==> config.mk <==
export PLATFORM = sky130hd
export DESIGN_NAME = glb_bank
export DESIGN_NICKNAME = d
export VERILOG_FILES = /design/src/hdl/glb_packet_pkg.sv /design/src/hdl/glb_bank.sv
export VERILOG_INCLUDE_DIRS = /design/src /design/src/hdl
export SDC_FILE = /design/constraint.sdc
export NUM_CORES = 1
export LEC_CHECK = 0
export CAP_MARGIN = 0
export CORE_ASPECT_RATIO = 1.4
export CORE_MARGIN = 5
export CORE_UTILIZATION = 29
export DETAILED_ROUTE_END_ITERATION = 6
export DONT_BUFFER_PORTS = 1
export PLACE_DENSITY = 0.4
export SLEW_MARGIN = 20
export SYNTH_ARGS = -nofsm -noshare
export SYNTH_HDL_FRONTEND = slang
export SYNTH_SLANG_ARGS = --single-unit
==> constraint.sdc <==
create_clock -name clk -period 2.7 [get_ports clk]
set_input_delay 0 -clock clk [delete_from_list [all_inputs] [get_ports clk]]
set_output_delay 0 -clock clk [all_outputs]
set_load 0.03 [all_outputs]
==> src/hdl/glb_consts.svh <==
// ~~~~~~~~~~~~~~~~~~~~
// geometry of one global buffer tile
// address = {tile, bank, word}, tile field on top
// ~~~~~~~~~~~~~~~~~~~~
`ifndef GLB_CONSTS_SVH
`define GLB_CONSTS_SVH

`define GLB_BANKS_PER_TILE  4
`define GLB_BANK_SEL_WIDTH  2
`define GLB_BANK_ADDR_WIDTH 6
`define GLB_TILE_SEL_WIDTH  2

// full request address width
`define GLB_ADDR_WIDTH (`GLB_TILE_SEL_WIDTH + `GLB_BANK_SEL_WIDTH + `GLB_BANK_ADDR_WIDTH)

`define GLB_DATA_WIDTH 16

`endif

==> src/hdl/glb_packet_pkg.sv <==
// ~~~~~~~~~~~~~~~~~~~~
// packet formats on the core channels
// an all-zero packet is idle, no handshake
// ~~~~~~~~~~~~~~~~~~~~
`include "glb_consts.svh"

package glb_packet_pkg;

    // write packet
    typedef struct packed {
        logic                       wr_en;
        logic [`GLB_ADDR_WIDTH-1:0] wr_addr;
        logic [`GLB_DATA_WIDTH-1:0] wr_data;
    } wr_packet_t;

    // read request
    typedef struct packed {
        logic                       rd_en;
        logic [`GLB_ADDR_WIDTH-1:0] rd_addr;
    } rdrq_packet_t;

    // read response, data counts only with valid set
    typedef struct packed {
        logic [`GLB_DATA_WIDTH-1:0] rd_data;
        logic                       rd_data_valid;
    } rdrs_packet_t;

endpackage

==> src/hdl/glb_bank.sv <==
// ~~~~~~~~~~~~~~~~~~~~
// one bank, single-cycle registered read
// only the word field of the address is decoded
// read and write of one word in one cycle returns the old data
// ~~~~~~~~~~~~~~~~~~~~
`timescale 1ns/100ps
`include "glb_consts.svh"

module glb_bank (
    input  logic                         clk,
    input  logic                         reset,
    input  logic                         clk_en,
    input  glb_packet_pkg::wr_packet_t   wr_packet,
    input  glb_packet_pkg::rdrq_packet_t rdrq_packet,
    output glb_packet_pkg::rdrs_packet_t rdrs_packet
);

    logic [`GLB_DATA_WIDTH-1:0]      mem [2**`GLB_BANK_ADDR_WIDTH];
    logic [`GLB_BANK_ADDR_WIDTH-1:0] wr_word;
    logic [`GLB_BANK_ADDR_WIDTH-1:0] rd_word;

    assign wr_word = wr_packet.wr_addr[`GLB_BANK_ADDR_WIDTH-1:0];
    assign rd_word = rdrq_packet.rd_addr[`GLB_BANK_ADDR_WIDTH-1:0];

    always_ff @(posedge clk) begin
        if (clk_en && wr_packet.wr_en) begin
            mem[wr_word] <= wr_packet.wr_data;
        end
    end

    // response is idle zero unless a read was taken
    always_ff @(posedge clk or posedge reset) begin
        if (reset) begin
            rdrs_packet <= '0;
        end else if (clk_en) begin
            rdrs_packet.rd_data_valid <= rdrq_packet.rd_en;
            if (rdrq_packet.rd_en) begin
                rdrs_packet.rd_data <= mem[rd_word];
            end else begin
                rdrs_packet.rd_data <= '0;
            end
        end
    end

endmodule

Word level (Yosys, flattened, before mapping)
Memory sizes are Yosys's and may differ from the RTL's.
Index checks and enable logic that the tools add are counted.

storage, ports and cells
  bits in registers = 17
  latch bits = 0
  bits in writable memories = 1024
  bits in read-only memories = 0
  input port bits = 41
  output and inout bits = 17
  word-level logic and storage cells = 7
  memories kept = 1

operators by class
  add/subtract/negate cells = 0
  multiply operators = 0
  divide/modulo/power cells = 0
  order comparisons = 0
  eq/ne operators = 0
  shifts and indexed selects = 0
  multiplexer cells = 3
  bitwise logic cells = 0
  reductions and logical operators = 1

memory list
  memory  words  width  read ports  clocked after Yosys merged registers in  write ports  RTL line        source
  mem     64     16     1           0                                        1            glb_bank.sv:18  logic [`GLB_DATA_WIDTH-1:0] mem [2**`GLB_BANK_ADDR_WIDTH];

operator list
  cell                 number
  $mux W16             1
  $mux W1              2
  $logic_and A1 B1 Y1  1

Longest topological paths before layout
  depth in word-level cells = 3
  mapped depth = 10
  gate-level depth less buffers = 5

Worst setup path after synthesis
OpenSTA, ideal clock, no wires.

  kind = input to register
  start = input port clk_en
  end = memory mem[40][0] (netlist bit), enable pin
  setup time = 0.389 ns
  arrival = 1.555 ns
  required time = 2.311 ns
  slack = 0.757 ns
  stages on the path = 5
  path buffers = 1
  path through = clkbuf_1 clkinv_1 nor2_1 nand2_1 nor2_1

on the way
  cells in the longest elaborated chain, start to end = 3

ends and longest elaborated chain
  what                           RTL line        source
  start: declaration             glb_bank.sv:12  input logic clk_en,
  $logic_and A1 B1 Y1            glb_bank.sv:26  if (clk_en && wr_packet.wr_en) begin
  $mux W1                        glb_bank.sv:26
  $mux W1 (not written as such)  glb_bank.sv:27  mem[wr_word] <= wr_packet.wr_data;
  end: declaration               glb_bank.sv:18

Every way passes these cells.

Final worst setup path
  start = memory mem[31][15] (netlist bit)
  end = register rdrs_packet[16] (netlist bit)

on the way
  cells in the longest elaborated chain, start to end = 2

ends and longest elaborated chain
  what              RTL line        source
  $mem_v2 Z64 W16   -
  $mux W16          glb_bank.sv:37  if (rdrq_packet.rd_en) begin
  end: declaration  glb_bank.sv:15  output glb_packet_pkg::rdrs_packet_t rdrs_packet

Every way passes these cells.
A chain may end at the register's enable or synchronous reset.

==> results.md <==
- Via count: 18.3k
- Critical path class: reg2reg
- R2R Path End: rdrs_packet[16]
- Final Max Slew Viols: 0
- Post-synth top area share: 0.765
- Yosys Warn Count: 0
- Complex-gate fraction of the synthesized area: 0.0172
- Initial Utilization: 0.292
- Reg2Reg Depth: 6
- Post-synth top area cell: edfxtp_1
- Post-DRT Antenna Nets: 0
- Slew HR: 0.207
- Synth area leaders: edfxtp_1 77%, mux4_2 14%, mux2i_1 2.6%
- Total Wirelength: 106000 microns
- Dpl cell area: approximately 42000 sq um
- Multi-input logic area: around 8400 sq um
- CTS clk-pin slew, worst paths: 0.06 ns
- WHS: 0.0424 ns
- Hold depth: 3
- Clk Tree Root Cell: clkbuf_16
- Seq/Total Area, Yosys: 0.776
- Drt first-iter violations: roughly 1.5k
- GPL Wtd Cong: 0.768
- Mux contribution to synthesized area: 0.177
- CTS buffer count: 102
- Status: finished clean
- Vias in the first global route: 19.6k
- Ports: 58
- Mapped Cells: 1743
- Fmax: 390 MHz
- Final setup viols: 0
- Final period util: 0.950
- Pleak: about 15 nW
- Die extent in x: 325 microns
- First-pass GRT wire length: 150000 microns
- Max-cap violations: 0
- Design Area, Final: 46700 sq um
- Routed len/inst: 28.2 microns
- XOR/XNOR share of the synthesized area: 0
- Critical Path Slowest Stage Cell: dlygate4sd3_1
- CTS Sinks: 1041
- GRT Util Overall: 0.143
- Reg area: 31200 sq um
- Grt total ovfl: 0
- Crit-path cells: mux4_2 -> mux2i_1 -> a22oi_1 -> a32oi_1 -> o31ai_1 -> dlygate4sd3_1
- Maximum root-to-sink buffer count: 3
- Startpoint Class: flop
- Skew final: 0.0250 ns
- Syn Nets: 1784
- Synth unique cells: 33
- # DRC: 0
- Core Footprint: between 100000 and 150000 sq um
- FF-to-FF Start: mem[31][15]
- Post CTS Setup Buffer Count: 0
- Fill count: 12.8k
- Post-Synth Simple-Gate Area: 0.0140
- Final Hold Viols: 0
- Commonest non-fill, non-tap cell in the layout: edfxtp_1
- Required time of the critical path: 3.27 ns
- Peak VDD IR: 477 uV
- DP Wirelength: 57100 microns
- Input/output buffers: 0
- Yosys reg bits: 1041
- Mapped cell area: 40200 sq um
- First-pass iteration count of the detailed router: 6
- Hold Crit Class: in2reg
- Largest net degree at the start of global routing: 240
- Slowest cell delay on critical path: 0.57 ns
- RSZ-0062 raised after global routing: false
- Largest family of logic cells by synthesized area: multiplexers
- DR vias/cell: 4.85
- Die extent in y: 450 microns
- Syn Area/Cell: 23.0 sq um
- Layout area overhead: 16.3%
- Antenna violations before repair: 6
- CP endpoint kind: flop
- Tmin final: 2.57 ns
- Clock Latency Late Sink: 0.70 ns
- H-tree lvl count: 3
- Critical path arrival: 3.14 ns
- CTS tree: yes
- Tightest Pin Transition: about 1.2 ns
- Hold EP: rdrs_packet[6]
- TNS Setup: 0 ns
- Synth Area in Adders: 0
- Final #Nets: 1933
- Reg2Reg Setup Slack: around 0.13 ns
- Row count: 161
- Worst Path Max Fanout: 1
- HP Start: rdrq_packet[1]
- Most frequent cells in the layout: 1024 x edfxtp_1, 252 x mux4_2, 105 x clkbuf_16
- Die Area: around 150000 sq um
- Share of layout cells above drive strength 1: 0.283
- Power per cell area: slightly above 700 nW/um^2
[routing by layer]
metal	GRT usage	share of wire
met3	0.0299	0.052
met4	0.0489	0.031
met1	0.182	0.41
met2	0.246	0.50
met5	0	0.00026
[cell type report]
| type | instances | area share |
|---|---|---|
| clock inverters | 61 | 0.0123 |
| repair buffers | 143 | 0.0327 |
| diodes | 3 | 0.000161 |
| clock buffers | 130 | 0.0591 |
| flip-flops and latches | 1041 | 0.667 |
| multi-input cells | 601 | 0.180 |
| inverters | 3 | 0.000241 |
| well taps | 1793 | 0.0480 |
[through the flow]
stage | instances | utilization | setup WS [ns] | power [mW]
detailed placement | 3520 | 0.309 | 0.611 | 19.3
global route | 3773 | 0.340 | 0.0412 | 34.8
finish | 3775 | 0.340 | 0.134 | 33.7
global placement | 3520 | 0.309 | 0.595 | 19.3
CTS | 3771 | 0.339 | 0.103 | 34.2
floorplan | 1743 | - | 0.757 | 19.2
[Yosys cell counts]
cell type	number
a221o_1	8
a221oi_1	12
a221oi_2	4
a22oi_1	32
a32oi_1	16
and2_1	1
and3_1	1
and3b_1	1
buf_1	8
buf_12	2
buf_2	25
buf_4	21
buf_6	14
buf_8	2
clkbuf_1	26
clkinv_1	1
dfrtp_1	17
edfxtp_1	1024
inv_1	2
mux2_2	24
mux2i_1	104
mux4_1	4
mux4_2	252
nand2_1	39
nand3_1	6
nand3b_1	3
nor2_1	78
nor2b_1	3
nor3b_1	1
o21ai_0	1
o31ai_1	8
or3_1	1
or3b_2	2
[worst max-delay path, delay by kind of cell (launching register included)]
kind	cells	cell delay, ns
DFF	1	0.36
buffers and inverters	1	0.57
muxes	2	0.78
AOI/OAI and AO/OA	3	0.73
[report_power, final]
group | switching (mW) | internal (mW)
clock | 6.12 | 8.19
sequential | 0.132 | 17.8
combinational | 0.774 | 0.647
[logic make-up (layout without fill, tap and decap cells)]
kind of cell,after synthesis,in the layout
other,0,3
and+or+nand+nor,136,136
muxes,384,384
DFF,1041,1041
buffers and inverters,101,337
AOI/OAI and AO/OA,81,81
[worst max path at each step]
stage | from | to | slack, ns
after floorplan | clk_en | mem[40][0] | 0.76
after global placement | mem[55][4] | rdrs_packet[5] | 0.59
after detailed placement | mem[55][4] | rdrs_packet[5] | 0.61
after CTS | mem[54][4] | rdrs_packet[5] | 0.10
after global routing | mem[45][6] | rdrs_packet[7] | 0.04
final | mem[31][15] | rdrs_packet[16] | 0.13
[flip-flops by register name, indices dropped and copies added (netlist names)]
register / count
mem: 1024
rdrs_packet: 17
[what timing repair did]
item                      4_1_cts  5_1_grt
hold buffers                   60        1
hold endpoints to repair     1482        3
gates resized for setup         0        0
No activity file was read; power rests on OpenSTA's default activity.
