==> config.mk <==
export PLATFORM = sky130hd
export DESIGN_NAME = glb_core_switch
export DESIGN_NICKNAME = d
export VERILOG_FILES = /design/src/hdl/glb_packet_pkg.sv /design/src/hdl/glb_cfg_pkg.sv /design/src/hdl/glb_core_switch.sv
export VERILOG_INCLUDE_DIRS = /design/src /design/src/hdl
export SDC_FILE = /design/constraint.sdc
export NUM_CORES = 1
export LEC_CHECK = 0
export BUFFER_PORTS_ARGS = -buffer_cell sky130_fd_sc_hd__buf_2
export CAP_MARGIN = 20
export CELL_PAD_IN_SITES_DETAIL_PLACEMENT = 0
export CELL_PAD_IN_SITES_GLOBAL_PLACEMENT = 1
export CORE_AREA = 2 2 210 212
export CTS_CLUSTER_DIAMETER = 50
export CTS_CLUSTER_SIZE = 12
export DETAILED_ROUTE_END_ITERATION = 6
export DIE_AREA = 0 0 212 214
export GPL_TIMING_DRIVEN = 0
export PLACE_DENSITY_LB_ADDON = 0.1
export SYNTH_ARGS = -nofsm -noshare
export SYNTH_HDL_FRONTEND = slang
export SYNTH_SLANG_ARGS = --single-unit
==> constraint.sdc <==
create_clock -name clk -period 4 [get_ports clk]
set_clock_uncertainty 0.1 [all_clocks]
set_input_delay 0.2 -clock clk [delete_from_list [all_inputs] [get_ports clk]]
set_output_delay 0.2 -clock clk [all_outputs]
set_load 0.005 [all_outputs]
==> src/hdl/glb_consts.svh <==
// ~~~~~~~~~~~~~~~~~~~~
// geometry of one global buffer tile
// address = {tile, bank, word}, tile field on top
// ~~~~~~~~~~~~~~~~~~~~
`ifndef GLB_CONSTS_SVH
`define GLB_CONSTS_SVH

`define GLB_BANKS_PER_TILE  4
`define GLB_BANK_SEL_WIDTH  2
`define GLB_BANK_ADDR_WIDTH 6
`define GLB_TILE_SEL_WIDTH  2

// full request address width
`define GLB_ADDR_WIDTH (`GLB_TILE_SEL_WIDTH + `GLB_BANK_SEL_WIDTH + `GLB_BANK_ADDR_WIDTH)

`define GLB_DATA_WIDTH 16

`endif

==> src/hdl/glb_packet_pkg.sv <==
// ~~~~~~~~~~~~~~~~~~~~
// packet formats on the core channels
// an all-zero packet is idle, no handshake
// ~~~~~~~~~~~~~~~~~~~~
`include "glb_consts.svh"

package glb_packet_pkg;

    // write packet
    typedef struct packed {
        logic                       wr_en;
        logic [`GLB_ADDR_WIDTH-1:0] wr_addr;
        logic [`GLB_DATA_WIDTH-1:0] wr_data;
    } wr_packet_t;

    // read request
    typedef struct packed {
        logic                       rd_en;
        logic [`GLB_ADDR_WIDTH-1:0] rd_addr;
    } rdrq_packet_t;

    // read response, data counts only with valid set
    typedef struct packed {
        logic [`GLB_DATA_WIDTH-1:0] rd_data;
        logic                       rd_data_valid;
    } rdrs_packet_t;

endpackage

==> src/hdl/glb_cfg_pkg.sv <==
// ~~~~~~~~~~~~~~~~~~~~
// tile configuration as seen by the switch
// DMA modes are static while traffic runs
// ~~~~~~~~~~~~~~~~~~~~
package glb_cfg_pkg;

    // DMA mode settings, nonzero or one means on
    typedef struct packed {
        logic [1:0] st_dma_mode;
        logic [1:0] ld_dma_mode;
        logic       pc_dma_mode;
    } glb_cfg_t;

    // which source a tile read was issued for
    typedef enum logic [2:0] {
        NONE     = 3'd0,
        PROC     = 3'd1,
        STRM_DMA = 3'd2,
        STRM_RTR = 3'd3,
        PC_DMA   = 3'd4,
        PC_RTR   = 3'd5
    } rdrq_src_t;

endpackage

==> src/hdl/glb_core_switch.sv <==
// ~~~~~~~~~~~~~~~~~~~~
// core channel switch of one tile
// one write and one read per cycle, losers are dropped
// tile reads come back three enabled edges after issue
// ~~~~~~~~~~~~~~~~~~~~
`timescale 1ns/100ps
`include "glb_consts.svh"

module glb_core_switch (
    input  logic                             clk,
    input  logic                             clk_en,
    input  logic                             reset,
    input  logic [`GLB_TILE_SEL_WIDTH-1:0]   glb_tile_id,
    input  glb_cfg_pkg::glb_cfg_t            cfg,

    input  glb_packet_pkg::wr_packet_t       wr_packet_proc,
    input  glb_packet_pkg::wr_packet_t       wr_packet_dma,
    input  glb_packet_pkg::wr_packet_t       wr_packet_rtr,
    output glb_packet_pkg::wr_packet_t       wr_packet_rtr_out,
    output glb_packet_pkg::wr_packet_t       wr_packet_bank [`GLB_BANKS_PER_TILE],

    input  glb_packet_pkg::rdrq_packet_t     rdrq_packet_proc,
    input  glb_packet_pkg::rdrq_packet_t     rdrq_packet_st_dma,
    input  glb_packet_pkg::rdrq_packet_t     rdrq_packet_st_rtr,
    input  glb_packet_pkg::rdrq_packet_t     rdrq_packet_pc_dma,
    input  glb_packet_pkg::rdrq_packet_t     rdrq_packet_pc_rtr,
    output glb_packet_pkg::rdrq_packet_t     rdrq_packet_st_rtr_out,
    output glb_packet_pkg::rdrq_packet_t     rdrq_packet_pc_rtr_out,
    output glb_packet_pkg::rdrq_packet_t     rdrq_packet_bank [`GLB_BANKS_PER_TILE],

    input  glb_packet_pkg::rdrs_packet_t     rdrs_packet_st_rtr,
    input  glb_packet_pkg::rdrs_packet_t     rdrs_packet_pc_rtr,
    output glb_packet_pkg::rdrs_packet_t     rdrs_packet_proc,
    output glb_packet_pkg::rdrs_packet_t     rdrs_packet_st_dma,
    output glb_packet_pkg::rdrs_packet_t     rdrs_packet_st_rtr_out,
    output glb_packet_pkg::rdrs_packet_t     rdrs_packet_pc_dma,
    output glb_packet_pkg::rdrs_packet_t     rdrs_packet_pc_rtr_out,
    input  glb_packet_pkg::rdrs_packet_t     rdrs_packet_bank [`GLB_BANKS_PER_TILE]
);

    import glb_packet_pkg::*;
    import glb_cfg_pkg::*;

    // read tag follows a tile read down the pipeline
    typedef struct packed {
        rdrq_src_t                      src;
        logic [`GLB_BANK_SEL_WIDTH-1:0] bank;
    } rd_tag_t;

    localparam rd_tag_t tag_idle = '{src: NONE, bank: '0};

    logic                           st_dma_on;
    logic                           ld_dma_on;
    logic                           pc_dma_on;
    wr_packet_t                     wr_muxed;
    wr_packet_t                     wr_filtered;
    wr_packet_t                     wr_d1;
    logic [`GLB_BANK_SEL_WIDTH-1:0] wr_bank_sel;
    rdrq_src_t                      rd_src;
    rdrq_packet_t                   rdrq_muxed;
    rdrq_packet_t                   rdrq_d1;
    rd_tag_t                        rd_tag;
    rd_tag_t                        rd_tag_d1;
    rd_tag_t                        rd_tag_d2;
    rd_tag_t                        rd_tag_d3;
    rdrs_packet_t                   rdrs_bank_d1 [`GLB_BANKS_PER_TILE];
    rdrs_packet_t                   rdrs_hit;

    function automatic logic tile_match(input logic [`GLB_ADDR_WIDTH-1:0] addr,
                                        input logic [`GLB_TILE_SEL_WIDTH-1:0] tile_id);
        return addr[`GLB_ADDR_WIDTH-1 -: `GLB_TILE_SEL_WIDTH] == tile_id;
    endfunction

    assign st_dma_on = (cfg.st_dma_mode != 2'b00);
    assign ld_dma_on = (cfg.ld_dma_mode != 2'b00);
    assign pc_dma_on = (cfg.pc_dma_mode == 1'b1);

    // write: proc first, then stream DMA or stream router
    always_comb begin
        if (wr_packet_proc.wr_en) begin
            wr_muxed = wr_packet_proc;
        end else if (st_dma_on) begin
            wr_muxed = wr_packet_dma;
        end else begin
            wr_muxed = wr_packet_rtr;
        end
        wr_filtered = tile_match(wr_muxed.wr_addr, glb_tile_id) ? wr_muxed : '0;
    end

    always_ff @(posedge clk or posedge reset) begin
        if (reset) begin
            wr_d1 <= '0;
        end else if (clk_en) begin
            wr_d1 <= wr_filtered;
        end
    end

    assign wr_bank_sel = wr_d1.wr_addr[`GLB_BANK_ADDR_WIDTH +: `GLB_BANK_SEL_WIDTH];

    always_comb begin
        for (int i = 0; i < `GLB_BANKS_PER_TILE; i++) begin
            wr_packet_bank[i] = (wr_bank_sel == i) ? wr_d1 : '0;
        end
    end

    // read arbitration, only requests for this tile compete
    always_comb begin
        if (rdrq_packet_proc.rd_en && tile_match(rdrq_packet_proc.rd_addr, glb_tile_id)) begin
            rd_src = PROC;
        end else if (pc_dma_on && rdrq_packet_pc_dma.rd_en &&
                     tile_match(rdrq_packet_pc_dma.rd_addr, glb_tile_id)) begin
            rd_src = PC_DMA;
        end else if (!pc_dma_on && rdrq_packet_pc_rtr.rd_en &&
                     tile_match(rdrq_packet_pc_rtr.rd_addr, glb_tile_id)) begin
            rd_src = PC_RTR;
        end else if (ld_dma_on && rdrq_packet_st_dma.rd_en &&
                     tile_match(rdrq_packet_st_dma.rd_addr, glb_tile_id)) begin
            rd_src = STRM_DMA;
        end else if (!ld_dma_on && rdrq_packet_st_rtr.rd_en &&
                     tile_match(rdrq_packet_st_rtr.rd_addr, glb_tile_id)) begin
            rd_src = STRM_RTR;
        end else begin
            rd_src = NONE;
        end
    end

    always_comb begin
        case (rd_src)
            PROC:     rdrq_muxed = rdrq_packet_proc;
            STRM_DMA: rdrq_muxed = rdrq_packet_st_dma;
            STRM_RTR: rdrq_muxed = rdrq_packet_st_rtr;
            PC_DMA:   rdrq_muxed = rdrq_packet_pc_dma;
            PC_RTR:   rdrq_muxed = rdrq_packet_pc_rtr;
            default:  rdrq_muxed = '0;
        endcase
        rd_tag.src  = rd_src;
        rd_tag.bank = rdrq_muxed.rd_addr[`GLB_BANK_ADDR_WIDTH +: `GLB_BANK_SEL_WIDTH];
    end

    // d1 goes with the request, d2 with bank data, d3 with the registered response
    always_ff @(posedge clk or posedge reset) begin
        if (reset) begin
            rdrq_d1   <= '0;
            rd_tag_d1 <= tag_idle;
            rd_tag_d2 <= tag_idle;
            rd_tag_d3 <= tag_idle;
        end else if (clk_en) begin
            rdrq_d1   <= rdrq_muxed;
            rd_tag_d1 <= rd_tag;
            rd_tag_d2 <= rd_tag_d1;
            rd_tag_d3 <= rd_tag_d2;
        end
    end

    always_comb begin
        for (int i = 0; i < `GLB_BANKS_PER_TILE; i++) begin
            rdrq_packet_bank[i] = (rd_tag_d1.bank == i) ? rdrq_d1 : '0;
        end
    end

    always_ff @(posedge clk or posedge reset) begin
        if (reset) begin
            for (int i = 0; i < `GLB_BANKS_PER_TILE; i++) begin
                rdrs_bank_d1[i] <= '0;
            end
        end else if (clk_en) begin
            for (int i = 0; i < `GLB_BANKS_PER_TILE; i++) begin
                rdrs_bank_d1[i] <= rdrs_packet_bank[i];
            end
        end
    end

    assign rdrs_hit = rdrs_bank_d1[rd_tag_d3.bank];

    // chain forwarding
    assign wr_packet_rtr_out      = st_dma_on ? wr_packet_dma : wr_packet_rtr;
    assign rdrq_packet_st_rtr_out = ld_dma_on ? rdrq_packet_st_dma : rdrq_packet_st_rtr;
    assign rdrq_packet_pc_rtr_out = pc_dma_on ? rdrq_packet_pc_dma : rdrq_packet_pc_rtr;

    // tile response wins over upstream traffic on the same output
    always_comb begin
        rdrs_packet_proc       = '0;
        rdrs_packet_st_dma     = ld_dma_on ? rdrs_packet_st_rtr : '0;
        rdrs_packet_st_rtr_out = ld_dma_on ? '0 : rdrs_packet_st_rtr;
        rdrs_packet_pc_dma     = pc_dma_on ? rdrs_packet_pc_rtr : '0;
        rdrs_packet_pc_rtr_out = pc_dma_on ? '0 : rdrs_packet_pc_rtr;
        case (rd_tag_d3.src)
            PROC:     rdrs_packet_proc       = rdrs_hit;
            STRM_DMA: rdrs_packet_st_dma     = rdrs_hit;
            STRM_RTR: rdrs_packet_st_rtr_out = rdrs_hit;
            PC_DMA:   rdrs_packet_pc_dma     = rdrs_hit;
            PC_RTR:   rdrs_packet_pc_rtr_out = rdrs_hit;
            default: begin
            end
        endcase
    end

endmodule

---- Word level (Yosys, flattened, before mapping) ----
Cells that the tools add are included.
storage, ports and cells
  output and inout port bits .............. 286
  flip-flop bits (word level) ............. 121
  logic and storage cells ................. 89
  bits of input ports ..................... 248
cells by class
  bitwise gates (word level) .............. 1
  equal/unequal tests ..................... 22
  reduce and logical (&&, ||, !) cells .... 15
  $lt $le $gt $ge ......................... 1
  mux-type cells .......................... 31
operator list
  kind                number
  $mux 27             7
  $mux 17             11
  $mux 11             6
  $pmux 11 s5         1
  $bmux 17 s2         1
  $eq 2x2->1          6
  $eq 3x2->1 const B  4
  $eq 3x3->1 const B  4
  $logic_and 1x1->1   9
  $mux 3              3
  $eq 2x2->1 const B  4
  $eq 3x1->1 const B  2
  $eq 2x1->1 const B  2
  $logic_not 2->1     2
  $mux 2              2
  $reduce_bool 2->1   2
  $ge 3x3->1 const B  1
  $not 2->3           1
  $logic_not 1->1     2

---- Longest topological paths before layout ----
  depth after elaboration ................. 11
  gate-level depth with buffers ........... 8
  mapped depth without buffers ............ 5

---- Worst setup path after synthesis ----
No wires, ideal clock.
  path kind ............................... register -> output
  from .................................... register rd_tag_d3[0] (netlist name)
  to ...................................... output port rdrs_packet_proc[10] (netlist name)
  slack ................................... 2.078 ns
  data required time ...................... 3.700 ns
  arrival ................................. 1.622 ns
  buffers on the path ..................... 2
  stages on the path, launching flop included .. 5
  cell sequence ........................... dfrtp_1 > buf_2 > buf_2 > mux4_2 > and2_1
RTL lines
  item                      RTL line                text
  start: declaration        glb_core_switch.sv:65   rd_tag_t rd_tag_d3;
  start signal: assignment  glb_core_switch.sv:146  rd_tag_d3 <= tag_idle;
  start signal: assignment  glb_core_switch.sv:151  rd_tag_d3 <= rd_tag_d2;
  end: declaration          glb_core_switch.sv:33   output glb_packet_pkg::rdrs_packet_t rdrs_packet_proc,

==> flow_summary.ini <==
[setup_path]
r2r_cells = 3
crit_family = buffers and inverters
slowest_delay_ns = 0.57
required_ns = 3.70
worstSetupStartpointType = flip-flop
cp-end-kind = output pin
rrSetupSlack_ns = 2.15
arrival_ns = 2.72
cp_cell_sequence = clkbuf_1, buf_1, mux4_2, nand2_1, o21ai_0, buf_2
reg2reg_to = rd_tag_d3[1]
crit_slowest_cell = buf_1
path_buf_inv = 3
crit-reg2reg-launch = rd_tag_d3[1]
crit_fanout = 10
worstSetupPathType = reg -> out

[floorplan]
die_w_microns = 212
ios = 534
rows = 76
start_util_pct = 19.7
die-area_sq_um = 45400
coreArea_sq_um = 42900
die_y_microns = 214

[finish]
multi_input_area_sq_um = 4800
nFillCells = 4791
fin_nets = 1842
drive_gt1_share_pct = 45.2
synthToLayoutAreaGrowth_pct = 55.3
seq_area_sq_um = 2980
final_common_cell = buf_2
final_cell_mix = 526 x buf_2, 156 x nand2_1, 136 x nor3_1

[sta]
worstMarginPinSlew_ns = 0.981
hold_viol = 0
max_freq_mhz = 332
rsz0062_at_grt = no
slew-limit-headroom_pct = 34.4
finalCritPeriodShare_pct = 75.4
layout_min_cycle_time_ns = 3.02
fin_ws_ns = 0.984
final-setup-viol-count = 0
slew_viol_final = 0

[run_status]
status = finished clean

[logic_synthesis]
yosysSeqAreaShare_pct = 35.2
synth_seq_cells = 119
synth_edf_count = 0
post_synth_num_cell_types = 48
ys_async_sr_fraction_pct = 100
yosys_warnings = 0
synth_area_sq_um = 8460
netlist_instances = 977
ys.flop_type = dfrtp_1
syn_area_per_cell_sq_um = 8.66

[min_path]
hp-class = in -> reg
hold_depth = 3
worstHoldStart = glb_tile_id[1]
min_to = wr_d1[25]

[global_routing]
globalRouteOverflowTotal = 0
grt.total_usage_pct = 19.2
antenna_found_initial = 6
grt_pass1_vias = 10100
grt_pass1_wl_mm = 65.0
met2_usage_pct = 33.4
use_met1_pct = 23.7
met3_usage_pct = 3.25
grt_max_degree = 66
busiest_layer = met2

[placement]
place_ws_ns = 1.37
place_congestion = 0.807
hpwl_mm = 36.4
port-buffer-count = 521

[cts]
cts_setup_buffers = 0
root_buffer = clkbuf_16
clk_latency_ns = 0.41
cts_made_buffers = 17
cts_buffer_depth = 2
cts.clk_slew.worst_paths_ns = 0.06
htreeDepth = 4
cts_tree = yes
clkSinkCount = 119

[power_and_ir_drop]
powerDensity_nw_per_um2 = 341
peakVddDrop_v = 0.000272
total_power_mw = 4.48
cellLeakagePower_nw = 6.35

[detailed_routing]
viasPerCell = 4.43
num_vias = 9724
drtIter0Drc = 423
wirelength_mm = 44.3
dr.pass1.iters = 5
ant_nets = 0
drc = 0
avgRoutedWirePerCell_microns = 20.1

[flow_run]
drv_cap = 0
[flip-flops by register name, summed over array words and instances, names as in the netlist]
| name | count |
|---|---|
| rd_tag_d2 | 5 |
| rdrs_bank_d1 | 68 |
| wr_bank_sel | 2 |
| rd_tag_d3 | 5 |
| rdrq_d1 | 11 |
| rd_tag_d1 | 3 |
| wr_d1 | 25 |
[through the flow]
stage                     utilization (%)  std cells  TNS, ns  hold slack [ns]  instance area, sq um
final                                30.6       2197        0           0.0388                 13100
after global routing                 30.6       2197        0           0.0493                 13100
after detailed placement             27.6       2091        0            0.203                 11900
after global placement               27.6       2090  -159.03            0.333                 11800
after floorplan                         -        984        0            0.252                  8480
after CTS                            30.6       2192        0           0.0149                 13100
[Yosys cell counts (2+ instances only)]
cell,number,area [sq um]
nand2_1,156,586
nor3_1,136,681
dfrtp_1,119,2980
mux2_2,114,1280
clkbuf_1,71,267
o21ai_0,58,290
nand2b_1,42,263
inv_1,40,150
o22ai_1,34,213
o211ai_1,25,188
nor2_1,21,78.8
and2_1,18,113
nand3_1,18,90.1
mux4_2,17,383
buf_4,12,90.1
a221oi_1,10,87.6
mux2i_1,9,90.1
o22a_1,9,78.8
xnor2_1,9,78.8
clkbuf_8,6,82.6
buf_1,5,18.8
buf_2,5,25.0
buf_6,5,56.3
nand4_1,4,25.0
a31oi_1,3,18.8
nor2b_1,3,18.8
nor3b_1,3,22.5
and3b_1,2,17.5
inv_2,2,7.51
or3b_2,2,17.5
xor2_1,2,17.5
[power breakdown]
part           total [mW]  internal [mW]  switching (mW)
clock                1.50          0.892           0.609
sequential           1.39           1.34          0.0590
combinational        1.58          0.670           0.915
total                4.48           2.90            1.58
[cell type report]
type / instances / area share [%]
Antenna cell: 5 / 0.0953
Buffer: 105 / 4.17
Clock buffer: 19 / 3.45
Clock inverter: 13 / 0.924
Inverter: 42 / 1.24
Multi-Input combinational cell: 718 / 36.6
Sequential cell: 119 / 22.7
Tap cell: 585 / 5.57
Timing Repair Buffer: 591 / 25.3
[timing repair]
action / in CTS / in global routing
resized for setup: 0 / 0
hold buffers: 69 / 0
hold endpoints to repair: 122 / 0
endpoints found under the setup margin: 0 / 0
[tightest hold or removal path, cell delays in order]
cell and delay (ns):
buf_6 0.13, nand4_1 0.09, o21ai_0 0.08
[cells by family (layout without fill, tap and decap cells)]
logic type / count (synthesis) / after routing / share of synthesized area, %
AOI/OAI and AO/OA: 147 / 147 / 11.2
xor gates and xnor gates: 11 / 11 / 1.14
buffers and inverters: 147 / 770 / 8.34
DFF: 119 / 119 / 35.2
muxes: 140 / 140 / 20.8
other: 1 / 13 / 0.0443
and+or+nand+nor: 412 / 412 / 23.3
[per-layer routing]
metal	routed length (microns)	vias up	part of all wire, %
li1	-	4675	-
met1	18700	4660	42
met2	22300	341	50
met3	2220	48	5.0
met4	1060	0	2.4
met5	0	-	0
[worst max-delay path by stage]
stage	start	endpoint	slack, ns	cells past startpoint
2_1_floorplan	reset	rd_tag_d1[2]	0.54	1
3_3_place_gp	reset	rdrq_d1[5]	-1.35	2
3_5_place_dp	rd_tag_d3[1]	rdrs_packet_st_dma[8]	1.37	6
4_1_cts	rd_tag_d3[1]	rdrs_packet_st_dma[8]	0.89	6
5_1_grt	rd_tag_d3[1]	rdrs_packet_pc_dma[13]	0.81	6
6_report	rd_tag_d3[1]	rdrs_packet_st_dma[11]	0.98	6
Note: power is estimated with default switching activity, not from simulation.
